**src/rtl/hack_config.svh**
```systemverilog
`ifndef HACK_CONFIG_SVH
`define HACK_CONFIG_SVH

// ********************************************************************
// machine widths shared by every block
// ********************************************************************

// one data word, also the width of A, D and the ALU
`define HACK_DATA_WIDTH 16

// ROM and RAM word address, which is the low part of A
`define HACK_ADDR_WIDTH 15

`endif

```
**src/rtl/hack_cpu_pkg.sv**
```systemverilog
`include "hack_config.svh"

package hack_cpu_pkg;

    // one instruction walks through these three states in order
    // the fourth code of the register is never entered
    typedef enum logic [1:0]
    {
        FETCH   = 2'd0,
        DECODE  = 2'd1,
        EXECUTE = 2'd2
    } cycle_state_e;

    // ALU result status, positive is derived as neither of the two
    typedef struct packed
    {
        logic zero;
        logic neg;
    } alu_flags_t;

    // RAM write port, the RAM stores data at addr on each edge with en high
    typedef struct packed
    {
        logic                         en;
        logic [`HACK_ADDR_WIDTH-1:0]  addr;
        logic [`HACK_DATA_WIDTH-1:0]  data;
    } ram_wr_t;

endpackage

```
**src/rtl/hack_isa_pkg.sv**
```systemverilog
`include "hack_config.svh"

package hack_isa_pkg;

    // the six ALU control bits of a compute instruction, in the order
    // zx nx zy ny f no, where X is D and Y is A or memory
    typedef enum logic [5:0]
    {
        X_AND_Y   = 6'b000000,
        X_PLUS_Y  = 6'b000010,
        Y_MINUS_X = 6'b000111,
        X         = 6'b001100,
        NOT_X     = 6'b001101,
        X_MINUS_1 = 6'b001110,
        NEG_X     = 6'b001111,
        X_MINUS_Y = 6'b010011,
        X_OR_Y    = 6'b010101,
        X_PLUS_1  = 6'b011111,
        ZERO      = 6'b101010,
        Y         = 6'b110000,
        NOT_Y     = 6'b110001,
        Y_MINUS_1 = 6'b110010,
        NEG_Y     = 6'b110011,
        Y_PLUS_1  = 6'b110111,
        MINUS_ONE = 6'b111010,
        ONE       = 6'b111111
    } alu_fn_e;

    // jump bits are lt, eq, gt from msb to lsb, so the code is the mask
    typedef enum logic [2:0]
    {
        JNONE = 3'b000,
        JGT   = 3'b001,
        JEQ   = 3'b010,
        JGE   = 3'b011,
        JLT   = 3'b100,
        JNE   = 3'b101,
        JLE   = 3'b110,
        JMP   = 3'b111
    } jump_cond_e;

    // everything the execute cycle needs from one instruction word
    typedef struct packed
    {
        logic                         is_addr_inst;
        logic [`HACK_ADDR_WIDTH-1:0]  immediate;
        logic                         sel_m;
        alu_fn_e                      alu_fn;
        logic                         load_a;
        logic                         load_d;
        logic                         load_m;
        jump_cond_e                   jump;
    } decoded_t;

endpackage

```
**src/rtl/cycle_control.sv**
```systemverilog
module cycle_control
(
    input  logic clk,
    input  logic resetN,
    output logic inst_load,
    output logic exec_en
);

    import hack_cpu_pkg::*;

    cycle_state_e state;
    cycle_state_e next_state;

    // fixed rotation, each instruction costs exactly three cycles
    always_comb
    begin
        case (state)
            FETCH:   next_state = DECODE;
            DECODE:  next_state = EXECUTE;
            EXECUTE: next_state = FETCH;
            // the spare code falls back to a clean fetch
            default: next_state = FETCH;
        endcase
    end

    always_ff @(posedge clk or negedge resetN)
    begin
        if (!resetN)
        begin
            state <= FETCH;
        end
        else
        begin
            state <= next_state;
        end
    end

    // ROM data is on in_inst during DECODE, so the IR loads then
    assign inst_load = (state == DECODE);
    // registers, pc and the RAM write all act in EXECUTE
    assign exec_en = (state == EXECUTE);

    // the register must never drift into the spare code
    assert property (@(posedge clk) disable iff (!resetN)
        state != cycle_state_e'(2'b11));

    // decode is always followed by exactly one execute cycle, never overlapping it
    assert property (@(posedge clk) disable iff (!resetN)
        inst_load |-> !exec_en ##1 (exec_en && !inst_load));

endmodule

```
**src/rtl/hack_alu.sv**
```systemverilog
`include "hack_config.svh"

module hack_alu
(
    input  logic [`HACK_DATA_WIDTH-1:0]  x,
    input  logic [`HACK_DATA_WIDTH-1:0]  y,
    input  hack_isa_pkg::alu_fn_e        fn,
    output logic [`HACK_DATA_WIDTH-1:0]  result,
    output hack_cpu_pkg::alu_flags_t     flags
);

    logic [5:0]                   ctl;
    logic [`HACK_DATA_WIDTH-1:0]  x_z;
    logic [`HACK_DATA_WIDTH-1:0]  x_n;
    logic [`HACK_DATA_WIDTH-1:0]  y_z;
    logic [`HACK_DATA_WIDTH-1:0]  y_n;
    logic [`HACK_DATA_WIDTH-1:0]  f_out;

    // control bits as raw wires, so any 6-bit code works
    assign ctl = fn;

    // zero first, then invert, on each operand
    assign x_z = ctl[5] ? '0 : x;
    assign x_n = ctl[4] ? ~x_z : x_z;
    assign y_z = ctl[3] ? '0 : y;
    assign y_n = ctl[2] ? ~y_z : y_z;

    // sum wraps modulo 2^16, the carry out is dropped
    assign f_out  = ctl[1] ? (x_n + y_n) : (x_n & y_n);
    assign result = ctl[0] ? ~f_out : f_out;

    assign flags.zero = (result == '0);
    assign flags.neg  = result[`HACK_DATA_WIDTH-1];

endmodule

```
**src/rtl/hack_cpu.sv**
```systemverilog
`include "hack_config.svh"

module hack_cpu
(
    input  logic                         clk,
    input  logic                         resetN,
    // ROM port, in_inst follows inst_addr by one cycle
    output logic [`HACK_ADDR_WIDTH-1:0]  inst_addr,
    input  logic [`HACK_DATA_WIDTH-1:0]  in_inst,
    // RAM read port, in_m follows read_addr by one cycle
    output logic [`HACK_ADDR_WIDTH-1:0]  read_addr,
    input  logic [`HACK_DATA_WIDTH-1:0]  in_m,
    output hack_cpu_pkg::ram_wr_t        ram_wr
);

    import hack_isa_pkg::*;
    import hack_cpu_pkg::*;

    logic                         inst_load;
    logic                         exec_en;
    decoded_t                     dec;
    logic [`HACK_DATA_WIDTH-1:0]  a_value;
    alu_flags_t                   flags;

    // ********************************************************************
    // sequencer, fetch and decode
    // ********************************************************************

    cycle_control cycle_control_i
    (
        .clk       (clk),
        .resetN    (resetN),
        .inst_load (inst_load),
        .exec_en   (exec_en)
    );

    program_counter program_counter_i
    (
        .clk       (clk),
        .resetN    (resetN),
        .exec_en   (exec_en),
        .dec       (dec),
        .flags     (flags),
        .a_value   (a_value),
        .inst_addr (inst_addr)
    );

    inst_decoder inst_decoder_i
    (
        .clk       (clk),
        .inst_load (inst_load),
        .in_inst   (in_inst),
        .dec       (dec)
    );

    // ********************************************************************
    // registers and ALU
    // ********************************************************************

    reg_datapath reg_datapath_i
    (
        .clk     (clk),
        .resetN  (resetN),
        .exec_en (exec_en),
        .dec     (dec),
        .in_m    (in_m),
        .a_value (a_value),
        .flags   (flags),
        .ram_wr  (ram_wr)
    );

    // the RAM is always addressed by A, so in_m tracks M without a request
    assign read_addr = a_value[`HACK_ADDR_WIDTH-1:0];

endmodule

```
**src/rtl/inst_decoder.sv**
```systemverilog
`include "hack_config.svh"

module inst_decoder
(
    input  logic                         clk,
    input  logic                         inst_load,
    input  logic [`HACK_DATA_WIDTH-1:0]  in_inst,
    output hack_isa_pkg::decoded_t       dec
);

    import hack_isa_pkg::*;

    logic [`HACK_DATA_WIDTH-1:0] ir;
    logic                        is_addr;

    // instruction register, loaded once per instruction at the end of DECODE
    always_ff @(posedge clk)
    begin
        if (inst_load)
            ir <= in_inst;
    end

    // ********************************************************************
    // field split
    // ********************************************************************

    // bit 15 clear marks an address instruction
    assign is_addr = !ir[15];

    always_comb
    begin
        dec.is_addr_inst = is_addr;
        // only meaningful for an address instruction, A takes it as is
        dec.immediate    = ir[`HACK_ADDR_WIDTH-1:0];
        // a bit selects memory in place of A as the Y operand
        dec.sel_m        = ir[12];
        // codes outside the named set still run through the bit rule
        dec.alu_fn       = alu_fn_e'(ir[11:6]);
        // destinations and jump bits exist only in a compute instruction
        dec.load_a       = !is_addr && ir[5];
        dec.load_d       = !is_addr && ir[4];
        dec.load_m       = !is_addr && ir[3];
        dec.jump         = is_addr ? JNONE : jump_cond_e'(ir[2:0]);
    end

endmodule

```
**src/rtl/program_counter.sv**
```systemverilog
`include "hack_config.svh"

module program_counter
(
    input  logic                         clk,
    input  logic                         resetN,
    input  logic                         exec_en,
    input  hack_isa_pkg::decoded_t       dec,
    input  hack_cpu_pkg::alu_flags_t     flags,
    input  logic [`HACK_DATA_WIDTH-1:0]  a_value,
    output logic [`HACK_ADDR_WIDTH-1:0]  inst_addr
);

    import hack_isa_pkg::*;

    logic is_pos;
    logic jump_taken;

    assign is_pos = !flags.zero && !flags.neg;

    // an address instruction never jumps, the decoder already forces JNONE
    // but the check here keeps the pc safe on its own
    always_comb
    begin
        jump_taken = 1'b0;
        if (!dec.is_addr_inst)
        begin
            case (dec.jump)
                JGT:     jump_taken = is_pos;
                JEQ:     jump_taken = flags.zero;
                JGE:     jump_taken = !flags.neg;
                JLT:     jump_taken = flags.neg;
                JNE:     jump_taken = !flags.zero;
                JLE:     jump_taken = !is_pos;
                JMP:     jump_taken = 1'b1;
                default: jump_taken = 1'b0;
            endcase
        end
    end

    // target is A's low bits, otherwise step by one and wrap at 15 bits
    always_ff @(posedge clk or negedge resetN)
    begin
        if (!resetN)
        begin
            inst_addr <= '0;
        end
        else if (exec_en)
        begin
            if (jump_taken)
                inst_addr <= a_value[`HACK_ADDR_WIDTH-1:0];
            else
                inst_addr <= inst_addr + 1'b1;
        end
    end

    // the ROM sees one address for the whole fetch and decode of an instruction
    assert property (@(posedge clk) disable iff (!resetN)
        !exec_en |=> $stable(inst_addr));

endmodule

```
**src/rtl/reg_datapath.sv**
```systemverilog
`include "hack_config.svh"

module reg_datapath
(
    input  logic                         clk,
    input  logic                         resetN,
    input  logic                         exec_en,
    input  hack_isa_pkg::decoded_t       dec,
    input  logic [`HACK_DATA_WIDTH-1:0]  in_m,
    output logic [`HACK_DATA_WIDTH-1:0]  a_value,
    output hack_cpu_pkg::alu_flags_t     flags,
    output hack_cpu_pkg::ram_wr_t        ram_wr
);

    logic [`HACK_DATA_WIDTH-1:0] a_reg;
    logic [`HACK_DATA_WIDTH-1:0] d_reg;
    logic [`HACK_DATA_WIDTH-1:0] y_in;
    logic [`HACK_DATA_WIDTH-1:0] alu_result;

    // in_m is valid in EXECUTE since A has not moved since the last EXECUTE
    assign y_in = dec.sel_m ? in_m : a_reg;

    hack_alu hack_alu_i
    (
        .x      (d_reg),
        .y      (y_in),
        .fn     (dec.alu_fn),
        .result (alu_result),
        .flags  (flags)
    );

    // ********************************************************************
    // A and D update at the end of EXECUTE
    // ********************************************************************

    always_ff @(posedge clk or negedge resetN)
    begin
        if (!resetN)
        begin
            a_reg <= '0;
            d_reg <= '0;
        end
        else if (exec_en)
        begin
            // immediate has its top bit clear by construction
            if (dec.is_addr_inst)
                a_reg <= {1'b0, dec.immediate};
            else if (dec.load_a)
                a_reg <= alu_result;
            if (dec.load_d)
                d_reg <= alu_result;
        end
    end

    assign a_value = a_reg;

    // the write uses the old A, so M=... lands where A pointed before the edge
    assign ram_wr.en   = exec_en && dec.load_m;
    assign ram_wr.addr = a_reg[`HACK_ADDR_WIDTH-1:0];
    assign ram_wr.data = alu_result;

    // a write only happens in EXECUTE, with an address held since the cycle before
    assert property (@(posedge clk) disable iff (!resetN)
        ram_wr.en |-> exec_en && $stable(ram_wr.addr));

endmodule

```
**config.mk**
```make
export PLATFORM = sky130hd
export DESIGN_NAME = hack_cpu
export DESIGN_NICKNAME = d
export VERILOG_FILES = /design/src/rtl/hack_cpu_pkg.sv /design/src/rtl/hack_isa_pkg.sv /design/src/rtl/cycle_control.sv /design/src/rtl/hack_alu.sv /design/src/rtl/hack_cpu.sv /design/src/rtl/inst_decoder.sv /design/src/rtl/program_counter.sv /design/src/rtl/reg_datapath.sv
export VERILOG_INCLUDE_DIRS = /design/src /design/src/rtl
export SDC_FILE = /design/constraint.sdc
export NUM_CORES = 1
export LEC_CHECK = 0
export BUFFER_PORTS_ARGS = -buffer_cell sky130_fd_sc_hd__buf_2
export CAP_MARGIN = 15
export CORE_MARGIN = 2
export CORE_UTILIZATION = 35
export DETAILED_ROUTE_END_ITERATION = 10
export PLACE_DENSITY = 0.62
export SLEW_MARGIN = 20
export SYNTH_ARGS = -nofsm -noshare
export SYNTH_HDL_FRONTEND = slang
export SYNTH_HIERARCHICAL = 1
export SYNTH_SLANG_ARGS = --single-unit
```
**constraint.sdc**
```tcl
create_clock -name clk -period 9.3 [get_ports clk]
set_input_delay 0 -clock clk [delete_from_list [all_inputs] [get_ports clk]]
set_output_delay 0 -clock clk [all_outputs]
set_load 0.01 [all_outputs]
```
Word level (Yosys, flattened, before mapping)
Cells that the tools add are included.
- add/sub/neg operators: 2
- bitwise gates (word level): 4
- mux-type cells: 14
- reductions and logical operators: 12
- equal/unequal tests: 10
- operator list (operator ; count):
    16-bit two-way mux ; 9
    16-bit inverter ; 3
    16-bit adder ; 1
    16-bit AND ; 1
    16-bit logical NOT ; 1
    15-bit by 1-bit adder with 15-bit output (second input constant) ; 1
    15-bit two-way mux ; 1
    3-bit == test (second input constant) ; 4
    1-bit case mux with 7 select lines ; 1
    3-bit by 2-bit == test with 1-bit output (second input constant) ; 2
    1-bit logical AND ; 5
    2-bit case mux with 2 select lines ; 1
    2-bit AND reduction ; 2
    3-bit by 1-bit == test with 1-bit output (second input constant) ; 1
    1-bit logical NOT ; 3
    3-bit two-way mux ; 1
    2-bit by 1-bit == test with 1-bit output (second input constant) ; 1
    2-bit == test (second input constant) ; 1
    2-bit logical NOT ; 1
    2-bit inequality test (second input constant) ; 1
    1-bit two-way mux ; 1
- word-level logic and storage cells: 47
- bits in registers: 65
- input port bits: 34

Longest topological paths before layout
Gate-level depths: netlist of run 1.
- depth in word-level cells: 15
- gate-level depth with buffers: 20

Modules after synthesis
Netlist of run 1, hierarchy kept.
- by module, submodules not included (module ; cells an instance ; area each (um^2) ; sequential area each (um^2) ; instances):
    hack_alu ; 271 ; 1930.6 ; 0.0 ; 1
    reg_datapath ; 161 ; 1717.9 ; 800.8 ; 1
    program_counter ; 115 ; 1087.3 ; 375.4 ; 1
    inst_decoder ; 46 ; 694.4 ; 480.5 ; 1
    cycle_control ; 5 ; 68.8 ; 50.0 ; 1

Worst setup path before layout of run 1
No wires, ideal clock.
- path type: register to register
- start: register inst_decoder_i.ir[8]
- end: register program_counter_i.inst_addr[14]
- buffers on the path: 3
- setup slack: 4.324 ns
- cell stages (with the launch flop): 18
- setup time: 0.069 ns
- data arrival time: 4.907 ns
- data required time: 9.231 ns
- path through: edfxtp_1 -> buf_4 -> clkbuf_1 -> clkbuf_1 -> xnor2_1 -> ha_1 -> fa_1 -> a21o_2 -> a2111oi_2 -> a211oi_1 -> or4_1 -> nand3_1 -> nand4_1 -> a2111oi_2 -> nand2b_1 -> a32o_2 -> or4_1 -> nand3_1
- RTL lines (element ; line ; text):
    start, declared ; inst_decoder.sv:13 ; logic [`HACK_DATA_WIDTH-1:0] ir;
    start signal, assigned ; inst_decoder.sv:20 ; ir <= in_inst;
    end signal, assigned ; program_counter.sv:51 ; inst_addr <= a_value[`HACK_ADDR_WIDTH-1:0];
    end signal, assigned ; program_counter.sv:53 ; inst_addr <= inst_addr + 1'b1;
    end, declared ; program_counter.sv:11 ; output logic [`HACK_ADDR_WIDTH-1:0] inst_addr

==> reports/results.ini, run 1 <==
[pwr]
peakVddDrop_mv=0.108
p_leak_nw=2.56
p_per_area_mw_per_mm2=216

[setup_path]
worstSetupPathType=flop to flop
path_buf_inv=1
critPathTopFamily=compound AO/OA/AOI/OAI gates
crit_chain=mux2_2 -> nand2b_1 -> xnor2_1 -> ha_1 -> fa_1 -> a21o_2 -> a2111oi_2 -> a211oi_1 -> or4_1 -> nand3_1 -> nand4_1 -> a2111oi_2 -> nand2b_1 -> a32oi_2 -> buf_4 -> mux2i_1 -> a22oi_1
arrival_ns=5.70
startpoint_type=flop
cp_data_required_time_ns=9.46
slowest_delay_ns=0.81
crit_path_end_kind=flop
crit_slowest_cell=edfxtp_1
cp_max_fo=24

[logic_synthesis]
synth_seq_area_share_pct=31.0
synth-edff-count=16
netlist_area_mm2=0.00550
yosysWarnings=6
synthCells=598
synth_area_per_cell_um2=9.20
ys_seq_elements=65
synth.distinct_cells=77
synth.most_common_cell=nor3_1
synthTopCellsByArea=dfrtp_1 (22%), edfxtp_1 (8.7%), xnor2_1 (7.5%)
ys.flop_type=dfrtp_1
synth_largest_area_cell=dfrtp_1
yosysTopAreaCellShare_pct=22.3
synth_nets=650
synthTopCellsByCount=nor3_1 (51), dfrtp_1 (49), buf_4 (48)
synthArstFlopShare_pct=75.4

[finish]
diodes=0
syn_to_final_growth_pct=13.4
drive_above_1_share_pct=25.4
layout.cells.non_filler=864
nets=700
n_fill_cell=1521

[grt]
antenna_found_initial=0
grt_usage_pct=18.9
grt_overflow=0
grt_first_pass_wirelength_mm=25.0
grt_max_degree=55
grt_pass1_vias=4785

[worst_hold_path]
hp-class=primary input to async pin

[drt]
wire_per_inst_um=17.9
dr.pass1.iters=5
vias_per_cell=5.53
drt_first_iter_violations=322
vias=4781
postRouteWirelength_mm=15.5
drcViolationCount=0
ant_nets=0

[placement]
dp_slack_ns=3.88
gp_congestion=0.887
portBuffers=95
post-place-cells=831
post-dp-hpwl_mm=11.3

[timing]
holdWs_ns=0.324
fin_tns_setup_ns=0
slew_viol_final=0
rsz0062_at_grt=false
fmax_ghz=0.180
final.setup_skew_ns=0.00748
slew_headroom_pct=31.7
fin_crit_sh_pct=59.6
worst_slew_pin_slew_ns=1.02
fin_crit_ns=5.54
setup_ws_ns=3.76
finalSetupViolCount=0
hold_viol=0

[floorplan]
fp.dieH_um=129
fp.dieW_um=129
row_count=45
start_util_pct=36.0
ios=96
die-area_mm2=0.0167
core_area_mm2=0.0153

[clock_tree]
cts_resized=0
worstSkewPairLatency_ns=0.33
postCtsSetupBuffers=0
cts_inserted_buffers=9
cts_buffer_depth=2
cts.clk_slew.worst_paths_ns=0.06
root_buffer=clkbuf_16
clock-sinks=65
cts_tree=done
h-tree-depth=3

[outcome]
status=finished, final reports clean

[job]
cap_violations=0

power breakdown:
part           switching [W]  total (W)  leakage, nW  internal (W)
Combinational       0.000313   0.000564         1.68      0.000252
Clock               0.000124   0.000329        0.136      0.000205
Sequential         0.0000842   0.000452        0.741      0.000368
Total               0.000521    0.00135         2.56      0.000825
cell families after synthesis:
| family | after synthesis | share of synthesized area [%] |
|---|---|---|
| compound gates | 109 | 15.4 |
| xor+xnor | 47 | 7.49 |
| fa+ha+maj | 18 | 4.23 |
| buf+inv | 93 | 10.1 |
| flops | 65 | 31.0 |
| mux | 48 | 9.47 |
| simple gates | 218 | 22.3 |
worst paths after layout:
| path | startpoint | end | slack, ns | cells past startpoint |
|---|---|---|---|---|
| worst max register to register | inst_decoder_i/ir[12]$_DFFE_PP_ | program_counter_i/inst_addr[2]$_DFFE_PN0P_ | 3.76 | 17 |
| min in group clk | in_inst[1] | inst_decoder_i/ir[1]$_DFFE_PP_ | 0.37 | 2 |
| worst min-delay path | resetN | program_counter_i/inst_addr[11]$_DFFE_PN0P_ | 0.32 | 3 |
| worst max-delay path | inst_decoder_i/ir[12]$_DFFE_PP_ | program_counter_i/inst_addr[2]$_DFFE_PN0P_ | 3.76 | 17 |
| max in group asynchronous | resetN | reg_datapath_i/a_value[3]$_DFFE_PN0P_ | 8.53 | 3 |
| worst min register to register | cycle_control_i/state[1]$_DFF_PN0_ | cycle_control_i/state[0]$_DFF_PN0_ | 0.44 | 1 |
repair_timing:
action | 4_1_cts | 5_1_grt
setup endpoints to repair | 0 | 0
hold endpoints to repair | 65 | 0
hold buffers | 17 | 0
cell usage in the layout (no fill, tap or decap), drive strengths merged, types with 3 or more instances in the layout:
master,instances
nor3,51
nor4,4
nand2b,38
xnor2,47
and4,4
nand4,15
nand2,24
buf,100
clkbuf,10
a21oi,8
or4,7
o211ai,5
a22oi,3
or3,5
a21boi,10
and3,10
nand3,19
dfrtp,49
a211oi,6
inv,14
dlygate4sd3,17
nor2b,6
a31oi,6
o22ai,17
ha,17
edfxtp,16
and2,10
o21ai,14
o21a,4
mux2i,16
a2bb2oi,9
mux2,32
a2111oi,5
clkinv,4
nor2,18
a21o,5
area by class of cell:
cell class | instances | area [um2] | area share, %
multi-input cells | 440 | 3240 | 51.9
flip-flops and latches | 65 | 1710 | 27.4
repair buffers | 117 | 683 | 11.0
well taps | 211 | 264 | 4.23
clock buffers | 10 | 229 | 3.67
clock inverters | 6 | 58.8 | 0.943
inverters | 15 | 56.3 | 0.903
metrics by stage:
step                      area (um2)  util, %  power (W)
after floorplan                 5500        -   0.000843
after global placement          5780     37.9   0.000988
after detailed placement        5780     37.9    0.00101
after CTS                       6230     40.9    0.00135
after global routing            6230     40.9    0.00144
final                           6230     40.9    0.00135
worst reg2reg max path, stage by stage (launching register included):
cell and delay (ns):
edfxtp_1 0.81, mux2_2 0.42, nand2b_1 0.09, xnor2_1 0.07, ha_1 0.27, fa_1 0.44
a21o_2 0.23, a2111oi_2 0.39, a211oi_1 0.15, or4_1 0.56, nand3_1 0.17, nand4_1 0.15
a2111oi_2 0.53, nand2b_1 0.15, a32oi_2 0.21, buf_4 0.33, mux2i_1 0.29, a22oi_1 0.12
metal layers:
metal / share of wire (%) / GRT usage (%) / up-vias
met1: 42 / 24.6 / 2328
met5: 0 / 0 / -
met4: 2.9 / 6.65 / 0
li1: - / - / 2245
met2: 49 / 31.4 / 183
met3: 6.0 / 3.76 / 25
Note: power is estimated with default switching activity, not from simulation.
==> run 2: changes to the inputs <==
Settings changed: PLACE_DENSITY 0.62 to 0.64.
Clock period 9.3 ns to 4.75 ns, I/O delays scaled along.
==> run 2 against run 1 <==
Effect of this change: final area increased by 15%; utilization increased by 6.3 points; die area unchanged; critical path type unchanged; first-iteration DRC count decreased by 16%; count of clock-buffer cells in the layout decreased by 1; combinational power increased to 2.5 times the previous value; non-clock buffer count increased by 59; via count increased by 4.5%; fmax increased by 17%.
==> reports/results.ini, run 2 (synthesis gave the netlist of run 1 again) <==
[outcome]
status=finished, final reports clean

[clock_tree]
worstSkewPairLatency_ns=0.33  ; about the same
clock-sinks=65  ; unchanged
cts_tree=done
cts_buffer_depth=2  ; unchanged
cts_inserted_buffers=9  ; unchanged
h-tree-depth=3  ; unchanged
cts.clk_slew.worst_paths_ns=0.06  ; about the same
root_buffer=clkbuf_16

[grt]
grt_first_pass_wirelength_mm=25.5  ; +2.2%
grt_usage_pct=19.1  ; +0.18 points
antenna_found_initial=0  ; unchanged
grt_overflow=0  ; unchanged
grt_max_degree=55  ; unchanged
grt_pass1_vias=4996  ; +4.4%

[drt]
postRouteWirelength_mm=16.3  ; +5.0%
drcViolationCount=0  ; unchanged
wl_met2_mm=8.09  ; +7.0%
ant_nets=0  ; unchanged
wire_per_inst_um=17.6  ; -1.7%
dr.pass1.iters=4  ; -1
vias_per_cell=5.41  ; -2.1%
wl_met3_um=685  ; -26%
vias=4998  ; +4.5%
wl_met1_mm=7.21  ; +10%
drt_first_iter_violations=270  ; -16%
maxUsedRoutingLayer=met4

[pwr]
total_power_w=0.00306  ; +130%
p_leak_nw=3.00  ; +17%
peakVddDrop_mv=0.292  ; +170%
p_per_area_mw_per_mm2=425  ; +97%

[timing]
fmax_ghz=0.212  ; +17%
worst_slew_pin_slew_ns=1.01  ; -0.0120 ns
rsz0062_at_grt=true
slew_viol_final=0  ; unchanged
fin_crit_ns=4.72  ; -0.821 ns
slew_headroom_pct=32.5  ; +0.80 points
final.setup_skew_ns=0.00750  ; +0.0000200 ns
hold_viol=0  ; unchanged
fin_crit_sh_pct=99.4  ; +40 points
finalSetupViolCount=0  ; unchanged

[setup_path]
startpoint_type=flop
cp_data_required_time_ns=4.89  ; -4.57 ns
arrival_ns=4.86  ; -0.84 ns
worstSetupPathType=flop to flop
cp_max_fo=7  ; -71%
crit_path_end_kind=flop

[finish]
drive_above_1_share_pct=38.3  ; +13 points
layout.cells.non_filler=923  ; +6.8%
multi_input_area_mm2=0.00363  ; +12%
final_cell_mix=buf_2 (95), buf_4 (55), dfrtp_1 (49), nor3_1 (49), xnor2_1 (43)
n_fill_cell=1397  ; -8.2%
diodes=0  ; unchanged
nets=759  ; +8.4%
syn_to_final_growth_pct=30.9
final_common_cell=buf_2
seqCellArea_mm2=0.00171  ; unchanged
utilization_pct=47.2  ; +6.3 points

[placement]
gp_congestion=0.856  ; -3.5%
post-place-cells=873  ; +5.1%
post-dp-hpwl_mm=11.8  ; +4.2%
portBuffers=95  ; unchanged

[job]
cap_violations=0  ; unchanged

[floorplan]
fp.dieW_um=129  ; unchanged
die-area_mm2=0.0167  ; unchanged
core_area_mm2=0.0153  ; unchanged
row_count=45  ; unchanged
fp.dieH_um=129  ; unchanged
ios=96  ; unchanged
start_util_pct=36.0  ; unchanged

[worst_hold_path]
hp-class=primary input to async pin

run 2: critical path, cell delays in order (launching register included):
cell and delay, ns:
edfxtp_1 0.48, buf_6 0.19, mux2_4 0.29, nand2b_1 0.08, xnor2_1 0.07, ha_1 0.39
a21oi_4 0.23, nor2_4 0.09, a2111oi_4 0.38, a2111oi_2 0.07, or4_4 0.50, or3_4 0.35
a2111oi_4 0.34, nand2b_1 0.18, a32oi_4 0.37, buf_12 0.18, mux2i_1 0.20, a22oi_1 0.13
run 2: worst paths after layout:
path | cells after the start | slack (ns) | start | end
max | 17 | 0.03 | inst_decoder_i/ir[12]$_DFFE_PP_ | program_counter_i/inst_addr[2]$_DFFE_PN0P_
min | 3 | 0.31 | resetN | program_counter_i/inst_addr[10]$_DFFE_PN0P_
min reg2reg | 1 | 0.43 | cycle_control_i/state[0]$_DFF_PN0_ | cycle_control_i/state[0]$_DFF_PN0_
min in group clk | 2 | 0.38 | in_inst[11] | inst_decoder_i/ir[11]$_DFFE_PP_
max reg2reg | 17 | 0.03 | inst_decoder_i/ir[12]$_DFFE_PP_ | program_counter_i/inst_addr[2]$_DFFE_PN0P_
max in group asynchronous | 3 | 3.99 | resetN | reg_datapath_i/a_value[1]$_DFFE_PN0P_
run 2: through the flow:
stage / cell area (um2) / hold WS, ns / TNS (ns) / worst slack, ns
global route: 7200 / 0.380 / -1.39 / -0.157
floorplan: 5510 / -0.296 / 0 / 0.0110
global placement: 6100 / 0.155 / 0 / 0.0457
CTS: 6810 / 0.351 / 0 / 0.00626
finish: 7200 / 0.313 / 0 / 0.0308
detailed placement: 6100 / 0.158 / -0.824 / -0.128
run 2: per-layer routing:
layer | up-vias | GRT usage [%]
li1 | 2384 | -
met1 | 2444 | 24.9
met2 | 148 | 33.1
met3 | 22 | 2.93
met4 | 0 | 4.92
met5 | - | 0
run 2: area by class of cell:
cell class	count	share of cell area, %
Tap cell	211	3.67
Inverter	15	0.782
Clock buffer	9	3.13
Clock inverter	7	1.63
Timing Repair Buffer	176	16.7
Sequential cell	65	23.7
Multi-Input combinational cell	440	50.4
run 2: what timing repair did:
| action | in CTS | in global routing |
|---|---|---|
| endpoints found under the setup margin | 12 | 15 |
| hold buffers | 17 | 0 |
| pin swaps | 13 | 45 |
| resized for setup | 17 | 60 |
| hold endpoints to repair | 65 | 0 |
| setup buffers | 5 | 9 |
| cloned | 2 | 1 |
run 2: report_power, final:
part / switching [W] / internal [W]
clock network: 0.000246 / 0.000512
logic: 0.000737 / 0.000688
registers: 0.000154 / 0.000720
total: 0.00114 / 0.00192
==> run 3: changes to the inputs <==
Settings changed: REMOVE_ABC_BUFFERS from default to 1.
==> run 3 against run 2 <==
Effect of this change: hold slack improved by 0.00088 ns; utilization fell by 0.91 points; cell count increased by 0.22%; clock power decreased by 11%; combinational power shrank 4%; routed wire length increased by 0.76%; clock skew decreased by 0.0012 ns; critical path type unchanged; highest routed layer unchanged.
==> reports/results.ini, run 3 (synthesis gave the netlist of run 1 again) <==
[timing]
fmax_ghz=0.212  ; about the same
rsz0062_at_grt=true
hold_viol=0  ; unchanged
slew_viol_final=0  ; unchanged
final.setup_skew_ns=0.00628  ; -0.00122 ns
slew_headroom_pct=38.1  ; +5.6 points
finalSetupViolCount=0  ; unchanged
fin_tns_setup_ns=0  ; unchanged
fin_crit_ns=4.72  ; +0.00000750 ns
worst_slew_pin_slew_ns=0.929  ; -0.0831 ns
fin_crit_sh_pct=99.4  ; about the same

[grt]
grt_overflow=0  ; unchanged
grt_max_degree=55  ; unchanged
grt_first_pass_wirelength_mm=25.0  ; -2.1%
antenna_found_initial=0  ; unchanged
grt_usage_pct=19.1  ; about the same
grt_pass1_vias=4772  ; -4.5%

[clock_tree]
cts_buffer_depth=2  ; unchanged
cts.clk_slew.worst_paths_ns=0.06  ; about the same
cts_inserted_buffers=9  ; unchanged
clock-sinks=65  ; unchanged
cts_tree=done
h-tree-depth=3  ; unchanged
worstSkewPairLatency_ns=0.34  ; about the same
root_buffer=clkbuf_16

[drt]
drcViolationCount=0  ; unchanged
drt_first_iter_violations=428  ; +59%
vias=5043  ; +0.90%
postRouteWirelength_mm=16.4  ; +0.76%
wire_per_inst_um=17.7  ; +0.54%
ant_nets=0  ; unchanged
vias_per_cell=5.45  ; +0.68%
dr.pass1.iters=5  ; +1

[placement]
post-dp-hpwl_mm=11.8  ; about the same
gp_congestion=0.882  ; +3.0%
post_dp_cell_area_mm2=0.00614  ; +0.61%
portBuffers=95  ; unchanged

[outcome]
status=finished, final reports clean

[job]
cap_violations=0  ; unchanged

[floorplan]
core_area_mm2=0.0153  ; unchanged
start_util_pct=36.0  ; unchanged
fp.dieW_um=129  ; unchanged
die-area_mm2=0.0167  ; unchanged
ios=96  ; unchanged
row_count=45  ; unchanged
fp.dieH_um=129  ; unchanged

[finish]
diodes=0  ; unchanged
syn_to_final_growth_pct=28.3
nets=761  ; +0.26%
drive_above_1_share_pct=36.7  ; -1.6 points
utilization_pct=46.2  ; -0.91 points
final_common_cell=buf_2
final_cell_mix=buf_2 (95), buf_4 (59), nor3_1 (50), dfrtp_1 (49), xnor2_1 (44)
n_fill_cell=1418  ; +1.5%
final_area_mm2=0.00706  ; -1.9%

[setup_path]
cp_data_required_time_ns=4.93  ; +0.04 ns
crit_chain=buf_6 -> mux2_4 -> nand2b_4 -> xnor2_2 -> ha_2 -> fa_2 -> buf_4 -> a211oi_4 -> o21ai_4 -> a31oi_4 -> or4_1 -> nand3_1 -> or4_4 -> a2111oi_4 -> nand2b_1 -> a32oi_4 -> clkbuf_16 -> mux2i_1 -> a2bb2oi_1
cp_max_fo=6  ; -1
startpoint_type=flop
crit_path_end_kind=flop
slowest_delay_ns=0.55  ; +0.05 ns
crit_slowest_cell=or4_4
arrival_ns=4.90  ; +0.04 ns
worstSetupPathType=flop to flop

[pwr]
peakVddDrop_mv=0.249  ; -15%
p_leak_nw=2.94  ; -1.8%
p_per_area_mw_per_mm2=413  ; -2.7%
total_power_w=0.00292  ; -4.6%

[worst_hold_path]
hp-class=primary input to async pin

run 3: cell count changes in the layout (fill, tap and decap cells not counted), sizes merged:
cell	change
clkbuf	+4
bufinv	-2
buf	+1
clkinv	-1
clkinvlp	+1
inv	-1
run 3: worst paths after layout:
path	startpoint	endpoint	slack (ns)	cells past startpoint
min in group clk	in_inst[10]	inst_decoder_i/ir[10]$_DFFE_PP_	0.36	2
min reg2reg	cycle_control_i/state[0]$_DFF_PN0_	cycle_control_i/state[0]$_DFF_PN0_	0.42	1
min	resetN	program_counter_i/inst_addr[6]$_DFFE_PN0P_	0.31	3
max in group asynchronous	resetN	reg_datapath_i/d_reg[0]$_DFFE_PN0P_	3.99	3
max	inst_decoder_i/ir[12]$_DFFE_PP_	program_counter_i/inst_addr[5]$_DFFE_PN0P_	0.03	19
max reg2reg	inst_decoder_i/ir[12]$_DFFE_PP_	program_counter_i/inst_addr[5]$_DFFE_PN0P_	0.03	19
run 3: layer usage:
| layer | wire length (um) | track usage [%] | vias up |
|---|---|---|---|
| li1 | - | - | 2374 |
| met1 | 7380 | 26.3 | 2439 |
| met2 | 7660 | 30.5 | 210 |
| met3 | 1070 | 4.34 | 20 |
| met4 | 271 | 4.60 | 0 |
| met5 | 0 | 0 | - |
run 3: through the flow:
stage / setup slack, ns / hold slack [ns] / cells
after CTS: 0.0129 / 0.347 / 913
after floorplan: -0.470 / -0.296 / 520
after global placement: 0.00944 / 0.156 / 878
after global routing: -0.188 / 0.364 / 925
final: 0.0308 / 0.314 / 925
after detailed placement: -0.121 / 0.164 / 878
run 3: power by group:
part | total (W) | switching [W] | internal [W]
sequential | 0.000876 | 0.000157 | 0.000720
clock | 0.000675 | 0.000254 | 0.000422
combinational | 0.00136 | 0.000703 | 0.000662
total | 0.00292 | 0.00111 | 0.00180
run 3: cell type report:
cell class	instances	area [um2]	area share [%]
clock buffer	12	246	3.49
clock inverter	4	53.8	0.762
inverter	15	56.3	0.798
multi-input combinational	440	3530	50.0
sequential	65	1710	24.2
tap	211	264	3.74
timing repair buffer	178	1200	17.1
run 3: repair_timing:
item,4_1_cts,5_1_grt
hold buffers,17,0
pin swaps,0,38
endpoints found under the setup margin,12,15
hold endpoints to repair,65,0
gates cloned,0,2
resized for setup,5,50
buffers inserted,2,10
run 3: worst max-delay path, delay by kind of cell (launching register included):
family	cells	cell delay, ns
AOI/OAI and AO/OA	6	1.45
and+or+nand+nor	5	1.02
adders and majority gates	2	0.57
buffers and inverters	3	0.54
muxes	2	0.49
DFF	1	0.41
xor gates and xnor gates	1	0.06
